## config.mk

```make
export PLATFORM = sky130hd
export DESIGN_NAME = tlul_intg_host
export DESIGN_NICKNAME = d
export VERILOG_FILES = /design/src/tlul_intg_pkg.sv /design/src/tlul_intg_host.sv /design/src/tlul_rsp_stage.sv /design/src/tlul_req_stage.sv /design/src/tlul_cmd_intg_gen.sv /design/src/secded_inv_39_32_dec.sv /design/src/secded_inv_39_32_enc.sv /design/src/secded_inv_64_57_enc.sv
export SDC_FILE = /design/constraint.sdc
export NUM_CORES = 1
export LEC_CHECK = 0
export ABC_AREA = 0
export BUFFER_PORTS_ARGS = -buffer_cell sky130_fd_sc_hd__buf_2
export CAP_MARGIN = 20
export CORE_MARGIN = 3
export CORE_UTILIZATION = 50
export DETAILED_ROUTE_END_ITERATION = 7
export PLACE_DENSITY = 0.81
export SLEW_MARGIN = 20
export SYNTH_ARGS = -nofsm -noshare
export SYNTH_HDL_FRONTEND = slang
export SYNTH_SLANG_ARGS = --single-unit
```

## constraint.sdc

```tcl
create_clock -name clk_i -period 3.3 [get_ports clk_i]
set_input_delay 0 -clock clk_i [delete_from_list [all_inputs] [get_ports clk_i]]
set_output_delay 0 -clock clk_i [all_outputs]
set_load 0.1 [all_outputs]
```

## src/tlul_intg_pkg.sv

```systemverilog
// TL-UL integrity package with bus widths, opcodes, mubi4 values, SECDED masks and bus structs
`default_nettype none

package tlul_intg_pkg;

    // Bus widths of the A-channel and the D-channel
    localparam int unsigned TL_AW = 32;
    localparam int unsigned TL_DW = 32;
    localparam int unsigned TL_DBW = 4;

    // Both integrity codes carry seven check bits
    localparam int unsigned H2D_CMD_INTG_W = 7;
    localparam int unsigned DATA_INTG_W = 7;

    // Payload widths that the two encoders accept
    localparam int unsigned H2D_CMD_MAX_W = 57;
    localparam int unsigned DATA_MAX_W = 32;

    // The data integrity code is attached to every outgoing command
    localparam bit ENABLE_DATA_INTG_GEN = 1'b1;

    // A-channel opcodes that a host can issue
    typedef enum logic [2:0] {
        PUT_FULL_DATA    = 3'h0,
        PUT_PARTIAL_DATA = 3'h1,
        GET              = 3'h4
    } tl_a_op_e;

    // Multi-bit boolean for the instruction type, so a single flip is never a valid value
    typedef logic [3:0] mubi4_t;
    localparam mubi4_t MUBI4_TRUE = 4'h6;
    localparam mubi4_t MUBI4_FALSE = 4'h9;

    // Fields covered by the command integrity code, MSB first
    typedef struct packed {
        mubi4_t             instr_type;
        logic [TL_AW-1:0]   addr;
        tl_a_op_e           opcode;
        logic [TL_DBW-1:0]  mask;
    } tl_h2d_cmd_intg_t;

    // The command struct is 43 bits wide and is zero-extended up to H2D_CMD_MAX_W
    localparam int unsigned H2D_CMD_W = $bits(tl_h2d_cmd_intg_t);

    // Hsiao masks of the 64/57 code, listed from check bit 6 down to check bit 0
    localparam logic [6:0][H2D_CMD_MAX_W-1:0] SECDED_57_MASKS = {
        57'h1FBDDA769A46910,
        57'h1F7BB56D5525488,
        57'h1EF76CDB2C93244,
        57'h1DEEE3B8E388E22,
        57'h1BDE1F87E0781E1,
        57'h17C1FF801FF801F,
        57'h103FFF800007FFF
    };

    // Hsiao masks of the 39/32 code, again from check bit 6 down to check bit 0
    localparam logic [6:0][DATA_MAX_W-1:0] SECDED_32_MASKS = {
        32'h98505586,
        32'h2DCC624C,
        32'hC2C1323B,
        32'h31234ED1,
        32'h413D89AA,
        32'hDEBA8050,
        32'h2606BD25
    };

    // Inverting these check bits keeps an all-zero word from being a valid codeword
    localparam logic [6:0] SECDED_INV_MASK_7 = 7'h2A;

    // Command as it arrives from the front end
    typedef struct packed {
        mubi4_t             instr_type;
        logic [TL_AW-1:0]   addr;
        tl_a_op_e           opcode;
        logic [TL_DBW-1:0]  mask;
        logic [TL_DW-1:0]   data;
    } tl_cmd_t;

    // A-channel word with both integrity codes attached
    typedef struct packed {
        tl_cmd_t                    cmd;
        logic [H2D_CMD_INTG_W-1:0]  cmd_intg;
        logic [DATA_INTG_W-1:0]     data_intg;
    } tl_a_chan_t;

    // Response data as received on the D-channel
    typedef struct packed {
        logic [TL_DW-1:0]        data;
        logic [DATA_INTG_W-1:0]  data_intg;
    } tl_rsp_t;

    // Checked response handed back to the front end
    typedef struct packed {
        logic [TL_DW-1:0]  data;
        logic              err_corr;
        logic              err_uncorr;
    } rsp_out_t;

endpackage

`default_nettype wire
```

## src/tlul_intg_host.sv

```systemverilog
// TL-UL host integrity top that joins the request and response stages
`timescale 1ns/1ns
`default_nettype none

module tlul_intg_host (
    input  wire logic                        clk_i,
    input  wire logic                        reset_i,
    // Command side
    input  wire logic                        cmd_valid_i,
    input  wire tlul_intg_pkg::tl_cmd_t      cmd_i,
    output logic                             a_valid_o,
    output tlul_intg_pkg::tl_a_chan_t        a_chan_o,
    // Response side
    input  wire logic                        d_valid_i,
    input  wire tlul_intg_pkg::tl_rsp_t      d_rsp_i,
    output logic                             rsp_valid_o,
    output tlul_intg_pkg::rsp_out_t          rsp_o
);

    // Command path with one register between strobe and A-channel word
    tlul_req_stage i_req_stage (
        .clk_i       (clk_i),
        .reset_i     (reset_i),
        .cmd_valid_i (cmd_valid_i),
        .cmd_i       (cmd_i),
        .a_valid_o   (a_valid_o),
        .a_chan_o    (a_chan_o)
    );

    // Response path runs on its own, so both directions can be busy in the same cycle
    tlul_rsp_stage i_rsp_stage (
        .clk_i       (clk_i),
        .reset_i     (reset_i),
        .d_valid_i   (d_valid_i),
        .d_rsp_i     (d_rsp_i),
        .rsp_valid_o (rsp_valid_o),
        .rsp_o       (rsp_o)
    );

endmodule

`default_nettype wire

```

## src/tlul_rsp_stage.sv

```systemverilog
// TL-UL response stage that checks read data integrity and registers the corrected result
`timescale 1ns/1ns
`default_nettype none

module tlul_rsp_stage (
    input  wire logic                        clk_i,
    input  wire logic                        reset_i,
    input  wire logic                        d_valid_i,
    input  wire tlul_intg_pkg::tl_rsp_t      d_rsp_i,
    output logic                             rsp_valid_o,
    output tlul_intg_pkg::rsp_out_t          rsp_o
);

    // Decoder outputs for the word on the input this cycle
    logic [tlul_intg_pkg::DATA_MAX_W-1:0] dec_data;
    logic [1:0]                           dec_err;
    tlul_intg_pkg::rsp_out_t              rsp_d;
    tlul_intg_pkg::rsp_out_t              rsp_q;
    logic                                 rsp_valid_q;

    // The codeword places the integrity bits above the data, as the encoder does
    secded_inv_39_32_dec i_data_dec (
        .data_i     ({d_rsp_i.data_intg, d_rsp_i.data}),
        .data_o     (dec_data),
        .syndrome_o (),
        .err_o      (dec_err)
    );

    // Decoding happens ahead of the register so the result lands one cycle later
    always_comb begin
        rsp_d.data       = dec_data;
        rsp_d.err_corr   = dec_err[0];
        rsp_d.err_uncorr = dec_err[1];
    end

    always_ff @(posedge clk_i) begin
        if (reset_i) begin
            rsp_valid_q <= 1'b0;
        end else begin
            rsp_valid_q <= d_valid_i;
        end
    end

    // Result is captured only when a response arrives
    always_ff @(posedge clk_i) begin
        if (d_valid_i) begin
            rsp_q <= rsp_d;
        end
    end

    assign rsp_valid_o = rsp_valid_q;
    assign rsp_o       = rsp_q;

endmodule

`default_nettype wire

```

## src/tlul_req_stage.sv

```systemverilog
// TL-UL request stage that registers a command with its integrity codes into an A-channel word
`timescale 1ns/1ns
`default_nettype none

module tlul_req_stage (
    input  wire logic                        clk_i,
    input  wire logic                        reset_i,
    input  wire logic                        cmd_valid_i,
    input  wire tlul_intg_pkg::tl_cmd_t      cmd_i,
    output logic                             a_valid_o,
    output tlul_intg_pkg::tl_a_chan_t        a_chan_o
);

    // A-channel word assembled in the same cycle as the strobe
    tlul_intg_pkg::tl_a_chan_t a_chan_d;
    tlul_intg_pkg::tl_a_chan_t a_chan_q;
    logic                      a_valid_q;

    // Integrity is computed on the incoming fields before the register
    tlul_cmd_intg_gen #(
        .EnableDataIntgGen (tlul_intg_pkg::ENABLE_DATA_INTG_GEN)
    ) i_cmd_intg_gen (
        .instr_type_i (cmd_i.instr_type),
        .addr_i       (cmd_i.addr),
        .opcode_i     (cmd_i.opcode),
        .mask_i       (cmd_i.mask),
        .data_i       (cmd_i.data),
        .cmd_intg_o   (a_chan_d.cmd_intg),
        .data_intg_o  (a_chan_d.data_intg)
    );

    // The command fields travel unchanged next to their codes
    assign a_chan_d.cmd = cmd_i;

    // Valid follows the strobe with one cycle of delay
    always_ff @(posedge clk_i) begin
        if (reset_i) begin
            a_valid_q <= 1'b0;
        end else begin
            a_valid_q <= cmd_valid_i;
        end
    end

    // Payload is only loaded on a strobe and holds until the next one
    always_ff @(posedge clk_i) begin
        if (cmd_valid_i) begin
            a_chan_q <= a_chan_d;
        end
    end

    assign a_valid_o = a_valid_q;
    assign a_chan_o  = a_chan_q;

endmodule

`default_nettype wire

```

## src/tlul_cmd_intg_gen.sv

```systemverilog
// TL-UL command integrity generator that builds the command and data integrity codes
`timescale 1ns/1ns
`default_nettype none

module tlul_cmd_intg_gen #(
    parameter bit EnableDataIntgGen = 1'b1
) (
    input  wire tlul_intg_pkg::mubi4_t                      instr_type_i,
    input  wire logic [tlul_intg_pkg::TL_AW-1:0]            addr_i,
    input  wire tlul_intg_pkg::tl_a_op_e                    opcode_i,
    input  wire logic [tlul_intg_pkg::TL_DBW-1:0]           mask_i,
    input  wire logic [tlul_intg_pkg::TL_DW-1:0]            data_i,
    output logic [tlul_intg_pkg::H2D_CMD_INTG_W-1:0]        cmd_intg_o,
    output logic [tlul_intg_pkg::DATA_INTG_W-1:0]           data_intg_o
);

    // Command fields in the order the integrity code covers them
    tlul_intg_pkg::tl_h2d_cmd_intg_t cmd;
    // Full 64-bit codeword of which only the check bits leave this block
    logic [tlul_intg_pkg::H2D_CMD_MAX_W+tlul_intg_pkg::H2D_CMD_INTG_W-1:0] cmd_code;

    always_comb begin
        cmd.instr_type = instr_type_i;
        cmd.addr       = addr_i;
        cmd.opcode     = opcode_i;
        cmd.mask       = mask_i;
    end

    // The 43-bit command is zero-extended to the 57-bit encoder payload
    secded_inv_64_57_enc i_cmd_enc (
        .data_i ({{(tlul_intg_pkg::H2D_CMD_MAX_W - tlul_intg_pkg::H2D_CMD_W){1'b0}}, cmd}),
        .data_o (cmd_code)
    );

    assign cmd_intg_o = cmd_code[tlul_intg_pkg::H2D_CMD_MAX_W +: tlul_intg_pkg::H2D_CMD_INTG_W];

    if (EnableDataIntgGen) begin : g_data_intg
        // Codeword of the write data
        logic [tlul_intg_pkg::DATA_MAX_W+tlul_intg_pkg::DATA_INTG_W-1:0] data_code;

        secded_inv_39_32_enc i_data_enc (
            .data_i (data_i),
            .data_o (data_code)
        );

        assign data_intg_o = data_code[tlul_intg_pkg::DATA_MAX_W +: tlul_intg_pkg::DATA_INTG_W];
    end else begin : g_no_data_intg
        // Without data integrity the code field is sent as zero
        assign data_intg_o = '0;
    end

endmodule

`default_nettype wire

```

## src/secded_inv_39_32_dec.sv

```systemverilog
// Inverted Hsiao 39/32 SECDED decoder that corrects single-bit and flags double-bit errors
`timescale 1ns/1ns
`default_nettype none

module secded_inv_39_32_dec (
    input  wire logic [tlul_intg_pkg::DATA_MAX_W+tlul_intg_pkg::DATA_INTG_W-1:0] data_i,
    output logic [tlul_intg_pkg::DATA_MAX_W-1:0]                                 data_o,
    output logic [tlul_intg_pkg::DATA_INTG_W-1:0]                                syndrome_o,
    output logic [1:0]                                                           err_o
);

    // Received check bits with the inversion taken off again
    logic [tlul_intg_pkg::DATA_INTG_W-1:0] check_rx;
    // Check bits recomputed from the received data
    logic [tlul_intg_pkg::DATA_INTG_W-1:0] check_calc;

    assign check_rx = data_i[tlul_intg_pkg::DATA_MAX_W +: tlul_intg_pkg::DATA_INTG_W]
                      ^ tlul_intg_pkg::SECDED_INV_MASK_7;

    always_comb begin
        for (int k = 0; k < tlul_intg_pkg::DATA_INTG_W; k++) begin
            check_calc[k] = ^(data_i[tlul_intg_pkg::DATA_MAX_W-1:0]
                              & tlul_intg_pkg::SECDED_32_MASKS[k]);
        end
    end

    // A clean codeword gives an all-zero syndrome
    assign syndrome_o = check_calc ^ check_rx;

    // Every data column of the Hsiao matrix has odd weight, so the syndrome of a
    // single flip equals the column of the flipped bit
    for (genvar i = 0; i < tlul_intg_pkg::DATA_MAX_W; i++) begin : g_correct
        // Column i of the parity matrix, one bit per check bit
        logic [tlul_intg_pkg::DATA_INTG_W-1:0] column;

        for (genvar k = 0; k < tlul_intg_pkg::DATA_INTG_W; k++) begin : g_column
            assign column[k] = tlul_intg_pkg::SECDED_32_MASKS[k][i];
        end

        // Flip the bit whose column matches, which repairs a single data error
        assign data_o[i] = data_i[i] ^ (syndrome_o == column);
    end

    // Odd weight means a single error, which may also sit in a check bit
    assign err_o[0] = ^syndrome_o;
    // Even nonzero weight cannot be repaired
    assign err_o[1] = ~(^syndrome_o) & (|syndrome_o);

endmodule

`default_nettype wire

```

## src/secded_inv_39_32_enc.sv

```systemverilog
// Inverted Hsiao 39/32 SECDED encoder that appends seven check bits to a 32-bit word
`timescale 1ns/1ns
`default_nettype none

module secded_inv_39_32_enc (
    input  wire logic [tlul_intg_pkg::DATA_MAX_W-1:0]                            data_i,
    output logic [tlul_intg_pkg::DATA_MAX_W+tlul_intg_pkg::DATA_INTG_W-1:0]      data_o
);

    // Parity of each check bit before inversion
    logic [tlul_intg_pkg::DATA_INTG_W-1:0] check;

    // Same construction as the command encoder with the 32-bit masks
    always_comb begin
        for (int k = 0; k < tlul_intg_pkg::DATA_INTG_W; k++) begin
            check[k] = ^(data_i & tlul_intg_pkg::SECDED_32_MASKS[k]);
        end
    end

    // Inversion makes the code of an all-zero word nonzero
    assign data_o = {check ^ tlul_intg_pkg::SECDED_INV_MASK_7, data_i};

endmodule

`default_nettype wire

```

## src/secded_inv_64_57_enc.sv

```systemverilog
// Inverted Hsiao 64/57 SECDED encoder that appends seven check bits to a 57-bit payload
`timescale 1ns/1ns
`default_nettype none

module secded_inv_64_57_enc (
    input  wire logic [tlul_intg_pkg::H2D_CMD_MAX_W-1:0]                                data_i,
    output logic [tlul_intg_pkg::H2D_CMD_MAX_W+tlul_intg_pkg::H2D_CMD_INTG_W-1:0]       data_o
);

    // Raw parity of each check bit before the inversion is applied
    logic [tlul_intg_pkg::H2D_CMD_INTG_W-1:0] check;

    // Each check bit covers the payload bits that its mask selects
    always_comb begin
        for (int k = 0; k < tlul_intg_pkg::H2D_CMD_INTG_W; k++) begin
            check[k] = ^(data_i & tlul_intg_pkg::SECDED_57_MASKS[k]);
        end
    end

    // The code is systematic, so the payload passes unchanged into the low bits
    // and the inverted check bits sit on top
    assign data_o = {check ^ tlul_intg_pkg::SECDED_INV_MASK_7, data_i};

endmodule

`default_nettype wire

```

==> results.yml <==
outcome:
  status: "finished, final reports clean"
logic_synthesis:
  netlist-cell-type-count: 23
  synthTopCellsByArea: "edfxtp_1, xnor2_1, xnor3_1, xor2_1, nand3_1"
  synthTopCellsByCount: "xnor2_1, edfxtp_1, nand3_1, xor2_1, xnor3_1"
  syn_area_per_cell_um2: 15.2
  syn-num-nets: 555
  synth-seq-cells: 125
  syn-instance-count: 434
  async_flop_share_pct: 0
  ys.warnings.count: 0
  ys_seq_area_share_pct: 56.5
  synth_edf_count: 123
  syn_area_um2: 6600
  yosysMostFrequentCell: "xnor2_1"
  synth_area_leader_cell: "edfxtp_1"
  yosysTopAreaCellShare_pct: 55.9
  synthFlopType: "edfxtp_1"
routing:
  drt_wl_total_um: 19500
  final_antenna_net_count: 0
  drc: 0
  wl_per_cell_um: 19.9
  avgViaCountPerCell: 4.98
  dr.pass1.iters: 5
  vias: 4896
  drt_iter0_drc: 326
setup_path:
  cp_data_arrival_time_ns: 2.91
  start_kind: "input port"
  critPathMaxFanout: 7
  crit_type: "in -> reg"
  critPathCaptureType: "flip-flop"
  cp_data_required_time_ns: 3.45
floorplanning:
  die_h_um: 121
  floorplan.initialDensity_pct: 51.7
  core_um2: 12800
  rows: 41
  dieArea_um2: 14600
  die_x_um: 121
  io_pins: 243
power_and_ir_drop:
  clockPowerShare_pct: 23.6
  switchingPower_w: 0.00347
  p_leak_nw: 3.91
  p_per_area_nw_per_um2: 811
  pwr-share-seq_pct: 27.6
  ir_worst_vdd_mv: 0.487
  internal_power_w: 0.00439
  swShare_pct: 44.2
  combPwrFrac_pct: 48.8
grt:
  grt_start_max_net_pins: 91
  use_met2_pct: 48.8
  antenna_found_initial: 0
  grtUsageMet3_pct: 7.27
  grt_overflow: 0
  met1_usage_pct: 29.3
  grtUsageTotal_pct: 26.9
  busiest_layer: "met2"
  grt_pass1_vias: 5277
  grt_pass1_wl_um: 29000
clock_network:
  cts_buffer_depth: 2
  tritoncts: "yes"
  clk_pin_slew_ns: 0.05
  cts_post_setup_buffers_inserted: 0
  cts_buffers: 17
  clock-sinks: 125
  cts_hold_buf: 108
  clk_root_buffer_cell: "clkbuf_16"
  cts_resized: 0
  h-tree-depth: 4
sta:
  worstMarginPinSlew_ns: 0.814
  period_share_pct: 83.6
  max_freq_ghz: 0.362
  slew_violations: 0
  setup_viol: 0
  post-route-min-period_ns: 2.76
  hold_viol: 0
  tns_ns: 0
  fin_ws_ns: 0.540
  rsz0062_at_grt: "false"
  relSlewSlack_pct: 45.7
min_path:
  holdCritStartpoint: "cmd_valid_i"
  min_path_type: "in -> reg"
  worst_hold_path.num_cells: 1
  whs_endpoint: "i_req_stage.a_chan_o[48]$_DFFE_PP_"
final_layout:
  area_growth_pct: 46.8
  diodes: 0
  layout-drive-gt1-share_pct: 34.0
  nets: 920
placed_design:
  dp_worst_setup_slack_ns: 0.667
  gp_congestion: 0.871
  io_buffers: 242
  dp_hpwl_um: 12500
flow_run:
  drv_cap: 0
[kinds of logic after synthesis]
logic type	after synthesis	synth area share [%]
xor+xnor	250	37.9
flops	125	56.5
simple gates	48	4.45
buf+inv	7	0.417
fa+ha+maj	3	0.569
compound gates	1	0.0948
[how the worst max path moves through the flow]
stage,start,end,slack (ns),cells after the start
3_3_place_gp,d_rsp_i[10],i_rsp_stage.rsp_o[0]$_DFFE_PP_,0.73,9
5_1_grt,d_rsp_i[10],i_rsp_stage.rsp_o[31]$_DFFE_PP_,0.41,10
2_1_floorplan,d_rsp_i[10],i_rsp_stage.rsp_o[0]$_DFFE_PP_,0.98,8
6_report,d_rsp_i[10],i_rsp_stage.rsp_o[31]$_DFFE_PP_,0.54,10
3_5_place_dp,d_rsp_i[10],i_rsp_stage.rsp_o[0]$_DFFE_PP_,0.67,9
4_1_cts,d_rsp_i[10],i_rsp_stage.rsp_o[0]$_DFFE_PP_,0.56,10
[cell type report]
cell class,count,area (µm²)
sequential,125,3730
clock buffer,25,475
tap,172,215
multi-input combinational,302,2840
timing repair buffer,350,2300
inverter,3,11.3
fill,735,3080
clock inverter,7,114
[placed cells by master, fill, tap and decap left out, types with 4 or more instances in the layout]
cell type      netlist  final
xor2_1              30     30
xnor3_1             19     19
edfxtp_1           123    123
clkbuf_16            0     17
xnor2_1            197    197
clkbuf_1             3      6
nand3_1             31     31
nor2b_1              4      4
buf_2                1    241
dlygate4sd3_1        0    108
[state kept, by name, summed over array words and instances (netlist names)]
name                     count
i_req_stage.a_chan_o        89
i_rsp_stage.rsp_o           34
i_rsp_stage.rsp_valid_o      1
i_req_stage.a_valid_o        1
[critical path, cell delays in order]
cell and delay [ns]:
dlygate4sd3_1 0.53, buf_2 0.15, xnor3_1 0.42, xnor3_1 0.43, xnor3_2 0.44, ha_1 0.20, inv_1 0.04, nor2_1 0.34
nand3_1 0.17, xnor2_1 0.18
[routing by layer]
layer | part of all wire (%) | wire (µm)
met3 | 7.2 | 1400
met2 | 53 | 10400
met4 | 3.3 | 646
met5 | 0 | 0
met1 | 36 | 7110
[power by group through the flow]
stage	sequential, W	combinational (W)	clock [W]
after floorplan	0.00377	0.00141	0
after global placement	0.00218	0.00366	0
after detailed placement	0.00218	0.00370	0
after CTS	0.00215	0.00380	0.00186
after global routing	0.00218	0.00401	0.00194
final	0.00217	0.00384	0.00185
[stage by stage]
stage	instances	cell area [µm²]	util (%)	power, W	hold WS (ns)
after floorplan	434	6600	-	0.00518	0.0716
after global placement	844	8020	62.7	0.00584	0.170
after detailed placement	844	8020	62.7	0.00588	0.183
after CTS	984	9690	75.8	0.00781	0.230
after global routing	984	9690	75.9	0.00813	0.189
final	984	9690	75.9	0.00786	0.169
Power figures use the tool's default switching activity.
